**src/common/switch_pkg.sv**
```systemverilog
`default_nettype none

package switch_pkg;

    //////////////////////////////////////////////////
    // Sizes
    //////////////////////////////////////////////////

    localparam int port_count    = 4;
    localparam int port_w        = 2;
    localparam int data_w        = 16;
    localparam int max_pkt_words = 8;
    localparam int voq_depth     = 16;
    localparam int voq_ptr_w     = 4;

    //////////////////////////////////////////////////
    // Datapath words
    //////////////////////////////////////////////////

    // Framer to buffer, one per input port
    typedef struct packed {
        logic              valid;
        logic [port_w-1:0] dest;
        logic              last;
        logic              commit;
        logic              drop;
        logic [data_w-1:0] data;
    } in_word_t;

    // Queue entry
    typedef struct packed {
        logic              last;
        logic [data_w-1:0] data;
    } voq_word_t;

    typedef struct packed {
        logic              en;
        logic [port_w-1:0] sel;
    } rd_req_t;

    // Combinational on sel
    typedef struct packed {
        logic [port_count-1:0] pkt_avail;
        voq_word_t             head;
    } rd_rsp_t;

    //////////////////////////////////////////////////
    // FSM states
    //////////////////////////////////////////////////

    typedef enum logic [1:0] {
        idle,
        in_pkt,
        discard
    } framer_state_t;

    typedef enum logic {
        arbitrate,
        stream
    } sched_state_t;

endpackage

`default_nettype wire
```
**src/hdl/ingress_framer.sv**
```systemverilog
`timescale 1ns/1ps
`default_nettype none

module ingress_framer (
    input  wire                           clk,
    input  wire                           rst_n,
    input  wire                           wr_sop,
    input  wire                           wr_eop,
    input  wire                           wr_vld,
    input  wire  [switch_pkg::data_w-1:0] wr_data,
    output switch_pkg::in_word_t          word,
    output logic                          error
);

    import switch_pkg::*;

    framer_state_t                      state;
    logic [$clog2(max_pkt_words+1)-1:0] cnt;
    logic [port_w-1:0]                  dest_q;
    logic                               fault;
    logic                               take;

    // Lone word, repeated sop, or a ninth word
    always_comb begin
        fault = 1'b0;
        if (wr_vld) begin
            case (state)
                idle:    fault = !wr_sop;
                in_pkt:  fault = wr_sop || (cnt == max_pkt_words);
                default: fault = 1'b0;
            endcase
        end
    end

    assign take = wr_vld && !fault && (state != discard);

    always_ff @(posedge clk or negedge rst_n) begin
        if (!rst_n) begin
            state  <= idle;
            cnt    <= '0;
            dest_q <= '0;
            word   <= '0;
            error  <= 1'b0;
        end else begin
            error       <= fault;
            word.valid  <= take;
            word.last   <= take && wr_eop;
            word.commit <= take && wr_eop;
            word.drop   <= fault;
            word.data   <= wr_data;
            word.dest   <= (state == idle) ? wr_data[port_w-1:0] : dest_q;

            if (take) begin
                cnt <= (state == idle) ? 1'b1 : cnt + 1'b1;
            end
            if (take && state == idle) begin
                dest_q <= wr_data[port_w-1:0];
            end

            if (fault) begin
                state <= wr_eop ? idle : discard;
            end else if (wr_vld) begin
                case (state)
                    idle:    state <= wr_eop ? idle : in_pkt;
                    in_pkt:  state <= wr_eop ? idle : in_pkt;
                    default: state <= wr_eop ? idle : discard;
                endcase
            end
        end
    end

endmodule

`default_nettype wire

```
**config.mk**
```make
export PLATFORM = sky130hd
export DESIGN_NAME = ingress_framer
export DESIGN_NICKNAME = d
export VERILOG_FILES = /design/src/common/switch_pkg.sv /design/src/hdl/ingress_framer.sv
export SDC_FILE = /design/constraint.sdc
export NUM_CORES = 1
export LEC_CHECK = 0
export BUFFER_PORTS_ARGS = -buffer_cell sky130_fd_sc_hd__buf_2
export CAP_MARGIN = 20
export CORE_ASPECT_RATIO = 0.9
export CORE_MARGIN = 2
export CORE_UTILIZATION = 42
export DETAILED_ROUTE_END_ITERATION = 8
export PLACE_DENSITY = 0.72
export SYNTH_ARGS = -nofsm -noshare
export SYNTH_HDL_FRONTEND = slang
export SYNTH_SLANG_ARGS = --single-unit
```
**constraint.sdc**
```tcl
create_clock -name clk -period 2.6 [get_ports clk]
set_input_delay 0.13 -clock clk [delete_from_list [all_inputs] [get_ports clk]]
set_output_delay 0.13 -clock clk [all_outputs]
set_load 0.05 [all_outputs]
```
# Word level (Yosys, flattened, before mapping)

Cells that the tools add are included.

Add/subtract/negate cells: 1
Eq/ne operators: 3
Muxes and demuxes: 9
Reductions and logical operators: 10

Operators by type and width:

| operator                                       | number |
|---|---|
| 2-to-1 mux 2 bit                               | 5 |
| adder 4 x 1 -> 4 bit (second input constant)   | 1 |
| == test 4 bit (second input constant)          | 1 |
| logical AND 1 bit                              | 4 |
| 2-to-1 mux 4 bit                               | 1 |
| == test 2 x 1 -> 1 bit (second input constant) | 1 |
| logical NOT 1 bit                              | 2 |
| logical NOT 2 bit                              | 1 |
| 2-to-1 mux 1 bit                               | 2 |
| inequality test 2 bit (second input constant)  | 1 |
| case mux 1 bit (2 select lines)                | 1 |
| nonzero test 2 bit                             | 1 |
| OR reduction 2 bit                             | 1 |
| logical OR 1 bit                               | 1 |

Register bits after elaboration: 29
Input port bits: 21
Output and inout bits: 23
Logic and storage cells: 31

# Longest topological paths before layout

Depth in word-level cells: 8
Gate-level depth with buffers: 6
Depth with buffers taken out: 6

# Worst setup path after synthesis

No wires, ideal clock.

Path type: reg2reg
Start point: reg cnt[0]
End point: reg cnt[3]
Setup time: 0.124 ns
Data arrival time: 1.268 ns
Data required time: 2.476 ns
Slack: 1.208 ns
Stages on the path, launching flop included: 7
Path buffers: 0
Clock period less this slack: 1.392 ns
Cells stage by stage: dfrtp_1 inv_1 ha_1 nand2_1 o21ai_2 a31o_2 a211o_1

Cells in the longest elaborated chain, start to end: 7
Elaborated cells on any way between the ends: 9
Those cells by class: add/sub (1); eq/ne (1); mux (3); reduce/logical (4)

RTL lines:

| element                         | line                 | text |
|---|---|---|
| start: declaration              | ingress_framer.sv:18 | `logic [$clog2(max_pkt_words+1)-1:0] cnt;` |
| start signal: assignment        | ingress_framer.sv:54 | `cnt <= (state == idle) ? 1'b1 : cnt + 1'b1;` |
| == test 4 bit                   | ingress_framer.sv:29 | `in_pkt: fault = wr_sop \|\| (cnt == max_pkt_words);` |
| logical OR 1 bit                | ingress_framer.sv:29 |  |
| case mux 1 bit (2 select lines) | ingress_framer.sv:27 | `case (state)` |
| 2-to-1 mux 1 bit                | ingress_framer.sv:26 | `if (wr_vld) begin` |
| logical NOT 1 bit               | ingress_framer.sv:35 | `assign take = wr_vld && !fault && (state != discard);` |
| logical AND 1 bit (2 in series) | ingress_framer.sv:35 |  |

Several ways; a longest one is shown, not always the timed one.
A chain may end at the register's enable or synchronous reset.

# Final worst setup path

Start point: reg state[1]
End point: reg cnt[3]

Cells in the longest elaborated chain, start to end: 6
Elaborated cells on any way between the ends: 9
Those cells by class: eq/ne (2); mux (3); reduce/logical (4)

RTL lines:

| element                                                            | line                                       | text |
|---|---|---|
| start: declaration                                                 | ingress_framer.sv:17                       | `framer_state_t state;` |
| start signal: assignment                                           | ingress_framer.sv:39                       | `state <= idle;` |
| start signal: assignment                                           | ingress_framer.sv:61                       | `state <= wr_eop ? idle : discard;` |
| start signal: assignment                                           | ingress_framer.sv:64                       | `idle: state <= wr_eop ? idle : in_pkt;` |
| == test 2 x 1 -> 1 bit / logical NOT 2 bit (equally long branches) | ingress_framer.sv:27, ingress_framer.sv:54 |  |
| case mux 1 bit (2 select lines)                                    | ingress_framer.sv:27                       |  |
| 2-to-1 mux 1 bit                                                   | ingress_framer.sv:26                       |  |
| logical NOT 1 bit                                                  | ingress_framer.sv:35                       |  |
| logical AND 1 bit (2 in series)                                    | ingress_framer.sv:35                       |  |

Several ways; a longest one is shown, not always the timed one.

==> impl_metrics.ini <==
[timing]
rsz0062_at_grt = false
timing.final.crit_share_pct = 58.0
drv_slew = 0
setup_slack_ps = 1090
fin_tns_setup_ps = 0
finalSetupViolations = 0
max_freq_mhz = 663
worst_pin_slew_ps = 606
period_needed_ps = 1510
slew_headroom_pct = 59.6
fin_worst_skew_ps = 6.12
timing.hold.ws_ps = 24.5
final-hold-violation-count = 0

[power_and_ir_drop]
power_density_nw_per_um2 = 773
ir_drop_uv = 494
p_leak_uw = 0.000768

[cts]
cts_made_buffers = 5
htreeDepth = 2
clock_path_buffers = 2
clkTransAtPathRegs_ps = 80
cts_sinks = 29
root_buffer = clkbuf_4
clock_latency_ps = 300
ctsResizeCount = 0
tritoncts = built

[die]
fp.coreArea_um2 = 2240
io_pins = 44
fp.dieH_um = 50.8
die_w_um = 56.0
die_area_um2 = 2850
start_util_pct = 45.6
num_rows = 16

[setup_path]
crit_slowest_cell = dfrtp_1
critical_path_class = reg2reg
end_kind = flip-flop
max_stage_delay_ps = 460
cp_cell_sequence = nor2_1, nand2_1, a31o_2, a211o_1
cp-start-kind = flip-flop
required_ps = 2780
r2r_slack_ps = 1090
worstPathMaxFanout = 7
crit_arrival_ps = 1690

[placed_design]
place_area_um2 = 1260
dpl.cell_count = 140
post-place-ws_ps = 1100
place_congestion = 0.754
port_buffers = 43
dp_hpwl_mm = 1.38

[routing]
drc = 0
post_drt_via_cell_ratio = 4.69
firstDrtPassIters = 3
finalWirelength_mm = 1.94
vias = 769
drtIter0Drc = 4
drtAntennaViolNets = 0
wl_per_cell_um = 11.8

[final_layout]
fin_cells = 164
syn_to_final_growth_pct = 44.9
multi_input_area_um2 = 256
regArea_um2 = 726
diodes = 0
fillerInstances = 177
nNetsFinal = 160
drive_above_1_share_pct = 45.3
fin_area_um2 = 1480

[synth]
synth-seq-cells = 29
syn_inst = 72
async_flop_share_pct = 100
synth_edf_count = 0
yosysSeqAreaShare_pct = 70.9
syn_avg_cell_area_um2 = 14.2
synth_cell_types = 22
dominantRegCellSynth = dfrtp_1
synthTopCellsByArea = dfrtp_1 71%, mux2_2 4.4%, inv_1 2.6%
synthTopCellsByCount = 29 x dfrtp_1, 7 x inv_1, 5 x nand2_1
synth_top_area_share_pct = 70.9
synth_top_area_cell = dfrtp_1
synth_warnings = 0
synth.net_count = 95
synth.most_common_cell = dfrtp_1
syn_area_um2 = 1020

[global_route]
grt_pass1_wl_mm = 3.26
grt_max_degree = 30
grt_overflow = 0
grt_pass1_vias = 771
antenna_found_initial = 0
grt.total_usage_pct = 15.4

[outcome]
status = finished, final reports clean

[worst_hold_path]
hp-class = in2reg

[run]
drv_cap = 0
-- sequential cells by signal, summed over array words and instances, names as in the netlist --
signal,cells
cnt,4
dest_q,2
word,20
state,2
error,1
-- cells by family after synthesis --
kind of cell	synth area share, %
AOI/OAI and AO/OA	9.78
and+or+nand+nor	7.46
adders and majority gates	2.44
muxes	5.38
DFF	70.9
buffers and inverters	4.03
-- stage by stage --
stage | utilization [%] | total power [uW]
final | 66.1 | 1150
after detailed placement | 56.1 | 886
after global routing | 66.1 | 1230
after floorplan | - | 802
after CTS | 66.1 | 1160
after global placement | 56.1 | 879
-- worst paths after layout --
check / endpoint / from / depth (start not counted)
setup / recovery: cnt[3] / state[1] / 4
hold / removal: state[1] / wr_eop / 2
setup reg to reg: cnt[3] / state[1] / 4
hold reg to reg: word[20] / dest_q[1] / 1
max in group asynchronous: word[19] / rst_n / 2
min in group asynchronous: word[3] / rst_n / 2
-- placed cells by master, fill, tap and decap left out --
master         count
o21ai_2            1
inv_1              7
mux2_2             4
clkbuf_1           1
dfrtp_1           29
buf_2             43
nor2_1             4
and2b_2            2
a211oi_1           1
mux2i_1            1
clkbuf_8           1
o21ai_0            1
o22ai_1            1
a21boi_0           1
clkbuf_4           5
a2111oi_0          1
a22o_2             2
a211o_2            1
nand3_1            2
ha_1               2
a31o_2             1
a2bb2oi_1          1
nand2_1            5
a211o_1            1
dlygate4sd3_1     17
and3_2             2
-- layer usage --
metal / GRT usage, % / routed length (um) / vias to the layer above
met3: 5.82 / 105 / 5
met4: 4.76 / 23 / 0
met5: 0 / 0 / -
met1: 17.8 / 798 / 376
met2: 26.9 / 1010 / 19
li1: - / - / 369
-- cell type report --
cell class | instances | area share (%)
clock buffer | 7 | 3.71
inverter | 7 | 1.77
multi-input combinational | 34 | 17.3
sequential | 29 | 48.9
tap | 27 | 2.28
timing repair buffer | 60 | 26.0
-- timing repair --
action,CTS,global route
setup buffers,0,0
hold buffers,17,0
endpoints found under the hold margin,45,0
-- critical path: cells and delay by family (launching register included) --
family / cells / cell delay [ps]
and+or+nand+nor: 2 / 340
AOI/OAI and AO/OA: 2 / 590
DFF: 1 / 460
-- report_power, final --
part	total [uW]	internal [uW]	switching [uW]
registers	569	519	50.0
clock network	254	127	127
logic	322	123	199
total	1150	770	376
Note: power is estimated with default switching activity, not from simulation.
