[src/common/switch_pkg.sv]
`default_nettype none

package switch_pkg;

    //////////////////////////////////////////////////
    // Sizes
    //////////////////////////////////////////////////

    localparam int port_count    = 4;
    localparam int port_w        = 2;
    localparam int data_w        = 16;
    localparam int max_pkt_words = 8;
    localparam int voq_depth     = 16;
    localparam int voq_ptr_w     = 4;

    //////////////////////////////////////////////////
    // Datapath words
    //////////////////////////////////////////////////

    // Framer to buffer, one per input port
    typedef struct packed {
        logic              valid;
        logic [port_w-1:0] dest;
        logic              last;
        logic              commit;
        logic              drop;
        logic [data_w-1:0] data;
    } in_word_t;

    // Queue entry
    typedef struct packed {
        logic              last;
        logic [data_w-1:0] data;
    } voq_word_t;

    typedef struct packed {
        logic              en;
        logic [port_w-1:0] sel;
    } rd_req_t;

    // Combinational on sel
    typedef struct packed {
        logic [port_count-1:0] pkt_avail;
        voq_word_t             head;
    } rd_rsp_t;

    //////////////////////////////////////////////////
    // FSM states
    //////////////////////////////////////////////////

    typedef enum logic [1:0] {
        idle,
        in_pkt,
        discard
    } framer_state_t;

    typedef enum logic {
        arbitrate,
        stream
    } sched_state_t;

endpackage

`default_nettype wire
[src/hdl/egress_scheduler.sv]
`timescale 1ns/1ps
`default_nettype none

module egress_scheduler (
    input  wire                           clk,
    input  wire                           rst_n,
    output switch_pkg::rd_req_t           rd_req,
    input  wire switch_pkg::rd_rsp_t      rd_rsp,
    input  wire                           ready,
    output logic                          rd_vld,
    output logic                          rd_sop,
    output logic                          rd_eop,
    output logic [switch_pkg::data_w-1:0] rd_data
);

    import switch_pkg::*;

    sched_state_t      state;
    logic [port_w-1:0] sel_q;
    logic [port_w-1:0] pick;
    logic              pick_vld;
    logic              first_q;
    logic              load;

    //////////////////////////////////////////////////
    // Round robin, starting one past the last grant
    //////////////////////////////////////////////////

    always_comb begin
        pick     = sel_q;
        pick_vld = 1'b0;
        for (int k = 1; k <= port_count; k++) begin
            if (!pick_vld && rd_rsp.pkt_avail[port_w'(sel_q + k)]) begin
                pick     = port_w'(sel_q + k);
                pick_vld = 1'b1;
            end
        end
    end

    // Refill when the output stage is empty or moving, but not past eop
    assign load = (state == stream) && (!rd_vld || ready) && !(rd_vld && rd_eop);

    always_comb begin
        rd_req.en  = load;
        rd_req.sel = sel_q;
    end

    //////////////////////////////////////////////////
    // FSM and output stage
    //////////////////////////////////////////////////

    always_ff @(posedge clk or negedge rst_n) begin
        if (!rst_n) begin
            state   <= arbitrate;
            sel_q   <= port_w'(port_count - 1);
            first_q <= 1'b0;
            rd_vld  <= 1'b0;
            rd_sop  <= 1'b0;
            rd_eop  <= 1'b0;
        end else begin
            case (state)
                arbitrate: begin
                    if (pick_vld) begin
                        state   <= stream;
                        sel_q   <= pick;
                        first_q <= 1'b1;
                    end
                end
                default: begin
                    if (rd_vld && ready && rd_eop) begin
                        state <= arbitrate;
                    end
                end
            endcase

            if (load) begin
                rd_vld  <= 1'b1;
                rd_sop  <= first_q;
                rd_eop  <= rd_rsp.head.last;
                first_q <= 1'b0;
            end else if (ready) begin
                rd_vld <= 1'b0;
                rd_sop <= 1'b0;
                rd_eop <= 1'b0;
            end
        end
    end

    always_ff @(posedge clk) begin
        if (load) begin
            rd_data <= rd_rsp.head.data;
        end
    end

    // A stalled word holds until the consumer takes it
    a_hold_stalled: assert property (
        @(posedge clk) disable iff (!rst_n)
        rd_vld && !ready |=> rd_vld && $stable(rd_sop) && $stable(rd_eop) && $stable(rd_data)
    ) else $error("output changed while stalled");

endmodule

`default_nettype wire

[config.mk]
export PLATFORM = sky130hd
export DESIGN_NAME = egress_scheduler
export DESIGN_NICKNAME = d
export VERILOG_FILES = /design/src/common/switch_pkg.sv /design/src/hdl/egress_scheduler.sv
export SDC_FILE = /design/constraint.sdc
export NUM_CORES = 1
export LEC_CHECK = 0
export BUFFER_PORTS_ARGS = -buffer_cell sky130_fd_sc_hd__buf_2
export CAP_MARGIN = 25
export CELL_PAD_IN_SITES_DETAIL_PLACEMENT = 2
export CELL_PAD_IN_SITES_GLOBAL_PLACEMENT = 2
export CORE_UTILIZATION = 30
export DETAILED_ROUTE_END_ITERATION = 7
export GPL_ROUTABILITY_DRIVEN = 0
export PLACE_DENSITY_LB_ADDON = 0.1
export RECOVER_POWER = 100
export SYNTH_ARGS = -nofsm -noshare
export SYNTH_HDL_FRONTEND = slang
export SYNTH_SLANG_ARGS = --single-unit
[constraint.sdc]
create_clock -name clk -period 3.7 [get_ports clk]
set_clock_uncertainty 0.2 [all_clocks]
set_input_delay 0.37 -clock clk [delete_from_list [all_inputs] [get_ports clk]]
set_output_delay 0.37 -clock clk [all_outputs]
set_load 0.005 [all_outputs]
# ---- Yosys cells after proc, flatten, opt, wreduce, memory -nomap -nowiden
# Index checks and enable logic that the tools add are counted.
dict set report op_classes {
  n_addsub 4
  order_cmp 4
  eq_ne 1
  muxes 26
  bitwise_logic 1
  n_reduce_logical 19
}
# op n
set ops {}
lappend ops {{1-bit 2-to-1 mux} 18}
lappend ops {{2-bit by 3-bit less-than comparator with 1-bit output, second input constant} 4}
lappend ops {{1-bit binary-select mux with 2-bit select} 4}
lappend ops {{1-bit logical AND} 8}
lappend ops {{2-bit 2-to-1 mux} 4}
lappend ops {{1-bit logical NOT} 5}
lappend ops {{2-bit by 1-bit adder with 2-bit output, second input constant} 2}
lappend ops {{2-bit adder, second input constant} 2}
lappend ops {{2-bit nonzero test} 2}
lappend ops {{4-bit nonzero test} 1}
lappend ops {{3-bit AND reduction} 1}
lappend ops {{2-bit by 1-bit inequality test with 1-bit output, second input constant} 1}
lappend ops {{2-bit AND reduction} 1}
lappend ops {{1-bit logical OR} 1}
lappend ops {{1-bit NOT} 1}
dict set report totals {
  ff_bits 23
  inputBits 24
  out_inout_bits 22
  word_cells 62
}

# ---- Logic depth before layout (Yosys ltp)
dict set report logic_depth {
  depth_word 16
  ltp_mapped 5
  ltp_nobuf 4
}

# ---- Least setup slack after synthesis
# OpenSTA, ideal clock, no wires.
dict set report synth_timing {
  path_kind {input to output}
  start {input ready}
  end {output rd_req[2] (netlist name)}
  t_arrival_ps 1215
  path_slack_ps 1915
  cell_stages 5
  n_path_buf 1
  path_cell_list {inv_1 o21ai_0 nand2_1 inv_1 buf_4}
}
dict set report synth_between {
  elab_chain_len 3
}
# item line_no
set synth_rtl {}
lappend synth_rtl {{start, declared} egress_scheduler.sv:9} ;# input wire ready,
lappend synth_rtl {{1-bit logical OR} egress_scheduler.sv:41} ;# assign load = (state == stream) && (!rd_vld || ready) && !(rd_vld && rd_eop);
lappend synth_rtl {{1-bit logical AND (2 in series)} egress_scheduler.sv:41}
lappend synth_rtl {{end, declared} egress_scheduler.sv:7} ;# output switch_pkg::rd_req_t rd_req,
# No other way between the ends.

==> out/results.ini <==
[logic_synthesis]
ys_warn_count = 0
synth.top_cells.by_area = edfxtp_1 (51%), dfrtp_1 (13%), dfstp_2 (5.6%)
synth_xor_area_share_pct = 0.932
yosysTopAreaCellShare_pct = 51.1
seq_area_frac_synth_pct = 70.0
synthAdderAreaFrac_pct = 0
syn_avg_cell_area_um2 = 14.9
syn_nets = 87
syn-instance-count = 63
ys_ff_latch = 23
yosysTopAreaCell = edfxtp_1
synth_top_family_by_area = compound AO/OA/AOI/OAI gates
synth_compound_area_share_pct = 11.7
syn_area_um2 = 940
yosys.area_share.simple_pct = 7.99
yosys.cell_types.count = 25
muxShareOfSynthArea_pct = 4.53

[timing]
tightest_slew_ns = 0.629
setup-tns-final_ns = 0
slew_violations = 0
period_share_pct = 63.2
rsz0062_at_grt = no
relSlewSlack_pct = 58.0
hold_violations = 0
setup_viol = 0
period_needed_ns = 2.34
fmax_mhz = 427

[detailed_routing]
detailedRoute.firstIterationViolations = 14
route.detailed.drc = 3
wire_per_inst_um = 14.6
drtPass1Iterations = 6
postRouteAntennaNets = 0
vias = 720
viasPerCell = 4.86
wl_um = 2170

[clock_tree]
clk_pin_slew_worst_paths_ns = 0.12
postCtsSetupRepairBufs = 0
worstSkewPairLatency_ns = 0.31
root_buffer = clkbuf_4
cts.sinks = 23
htree_num_levels = 1
numCtsBuffers = 3
clock_path_buffers = 2
tritoncts = yes

[floorplan]
rows = 19
die_w_um = 58.0
die_area_mm2 = 0.00336
ios = 46
design.core.area_mm2 = 0.00285
die_y_um = 58.0
initial_core_util_pct = 32.9

[critical_path]
worstPathMaxFanout = 17
crit_type = register to output port
rr_startpoint = sel_q[0]$_DFFE_PN1P_
arrival_ns = 1.77
crit_required_ns = 3.13
worstSetupStartpointType = register
startpoint = rd_eop$_DFFE_PN0P_
critPathCaptureType = output port

[global_routing]
grt_pass1_vias = 775
grt_overflow = 0
grt_max_degree = 18
grt_first_pass_wirelength_um = 3450
grt_antenna_before_repair = 0
grtUsageTotal_pct = 13.8

[final_layout]
nNetsFinal = 142
final.fill_count = 299
finalCoreUtilization_pct = 44.3
areaGrowthSynthToFinish_pct = 34.4
seqCellArea_um2 = 658
mostFrequentLayoutCells = buf_2 (34), edfxtp_1 (16), clkbuf_1 (11)
insertedDiodeCount = 0
final_common_cell = buf_2
drive_above_1_share_pct = 35.9
multiInputGateArea_um2 = 230

[power_and_ir_drop]
p_sw_share_pct = 33.2
internal_power_mw = 0.566
pwr-share-seq_pct = 54.4
ir_drop_uv = 268
clkPwrFrac_pct = 13.6
combPwrFrac_pct = 32.1
power.switching_mw = 0.281
power.leakage_nw = 0.550
p_per_area_mw_per_mm2 = 671

[run_status]
violations = DRC
status = complete, but fails checks

[run]
max_cap_viol_count = 0

[hold_path]
hold_class = input pin to register
hold_start = rd_rsp[7]

[placed_design]
dp_hpwl_um = 1640
port-buffer-count = 45

[layout make-up]
| class | count | share of cell area (%) |
|---|---|---|
| timing repair buffer | 52 | 22.3 |
| inverter | 7 | 2.08 |
| tap | 31 | 3.07 |
| sequential | 23 | 52.1 |
| clock inverter | 1 | 0.396 |
| multi-input combinational | 31 | 18.2 |
| clock buffer | 3 | 1.78 |
[routing by layer]
metal  vias up  routed length (um)  track usage, %
met2        27                1140            24.0
li1        344                   -               -
met5         -                   0               0
met4         0                  26            4.08
met3         4                 145            4.46
met1       345                 849            16.4
[worst max-delay path, stage by stage (launching register included)]
cell     delay, ns
dfrtp_1       0.42
o21ai_0       0.16
nand2_1       0.14
inv_1         0.50
buf_2         0.23
[logic make-up (layout without fill, tap and decap cells)]
| kind of cell | Yosys count | count (layout) |
|---|---|---|
| AOI/OAI and AO/OA | 14 | 14 |
| xor gates and xnor gates | 1 | 1 |
| buffers and inverters | 9 | 63 |
| DFF | 23 | 23 |
| muxes | 4 | 4 |
| and+or+nand+nor | 12 | 12 |
[worst paths after layout]
kind | end | slack, ns | cells after the start
setup / recovery | rd_req[2] | 1.36 | 4
hold / removal | rd_data[7]$_DFFE_PP_ | 0.02 | 1
setup reg to reg | sel_q[1]$_DFFE_PN1P_ | 1.82 | 4
hold reg to reg | first_q$_DFFE_PN0P_ | 0.34 | 1
max in group asynchronous | sel_q[0]$_DFFE_PN1P_ | 2.71 | 2
min in group asynchronous | rd_eop$_DFFE_PN0P_ | 0.27 | 2
[power by group through the flow]
| stage | combinational [mW] | sequential, mW | clock, mW |
|---|---|---|---|
| final | 0.271 | 0.460 | 0.115 |
| after CTS | 0.286 | 0.468 | 0.122 |
| after floorplan | 0.169 | 0.459 | 0 |
| after detailed placement | 0.285 | 0.473 | 0 |
| after global placement | 0.274 | 0.464 | 0 |
| after global routing | 0.300 | 0.477 | 0.133 |
[flip-flops by register name, summed over array words and instances (netlist names)]
| register | cells |
|---|---|
| first_q | 1 |
| rd_eop | 1 |
| rd_data | 16 |
| state | 1 |
| rd_vld | 1 |
| sel_q | 2 |
| rd_sop | 1 |
[timing repair]
action | CTS | global route
resized for setup | 0 | 0
endpoints found under the setup margin | 0 | 0
hold endpoints to repair | 7 | 6
hold buffers | 1 | 6
[metrics by stage]
stage	instances	hold slack (ns)	total power, mW	setup WS (ns)	area, um2
2_1_floorplan	63	-0.126	0.628	1.92	940
5_1_grt	148	0.000287	0.910	1.19	1260
3_5_place_dp	137	0.0156	0.758	1.50	1180
4_1_cts	142	0.00679	0.876	1.30	1220
6_report	148	0.0198	0.847	1.36	1260
3_3_place_gp	137	0.0170	0.738	1.61	1180
[cell usage after synthesis]
library cell	count
nor3b_2	1
a31oi_1	2
nand2_1	3
inv_1	7
xnor2_1	1
mux2_2	2
edfxtp_1	16
a22o_1	1
nor2_1	3
buf_6	1
dfstp_2	2
a311oi_1	1
nor4b_2	1
nor4_1	1
a22oi_1	1
o221ai_1	2
o211ai_1	1
a221oi_2	1
dfrtp_1	5
o2bb2ai_1	1
o21ai_0	3
nor2b_1	3
a2bb2oi_1	1
mux2i_1	2
buf_4	1
No activity file was read; power rests on OpenSTA's default activity.
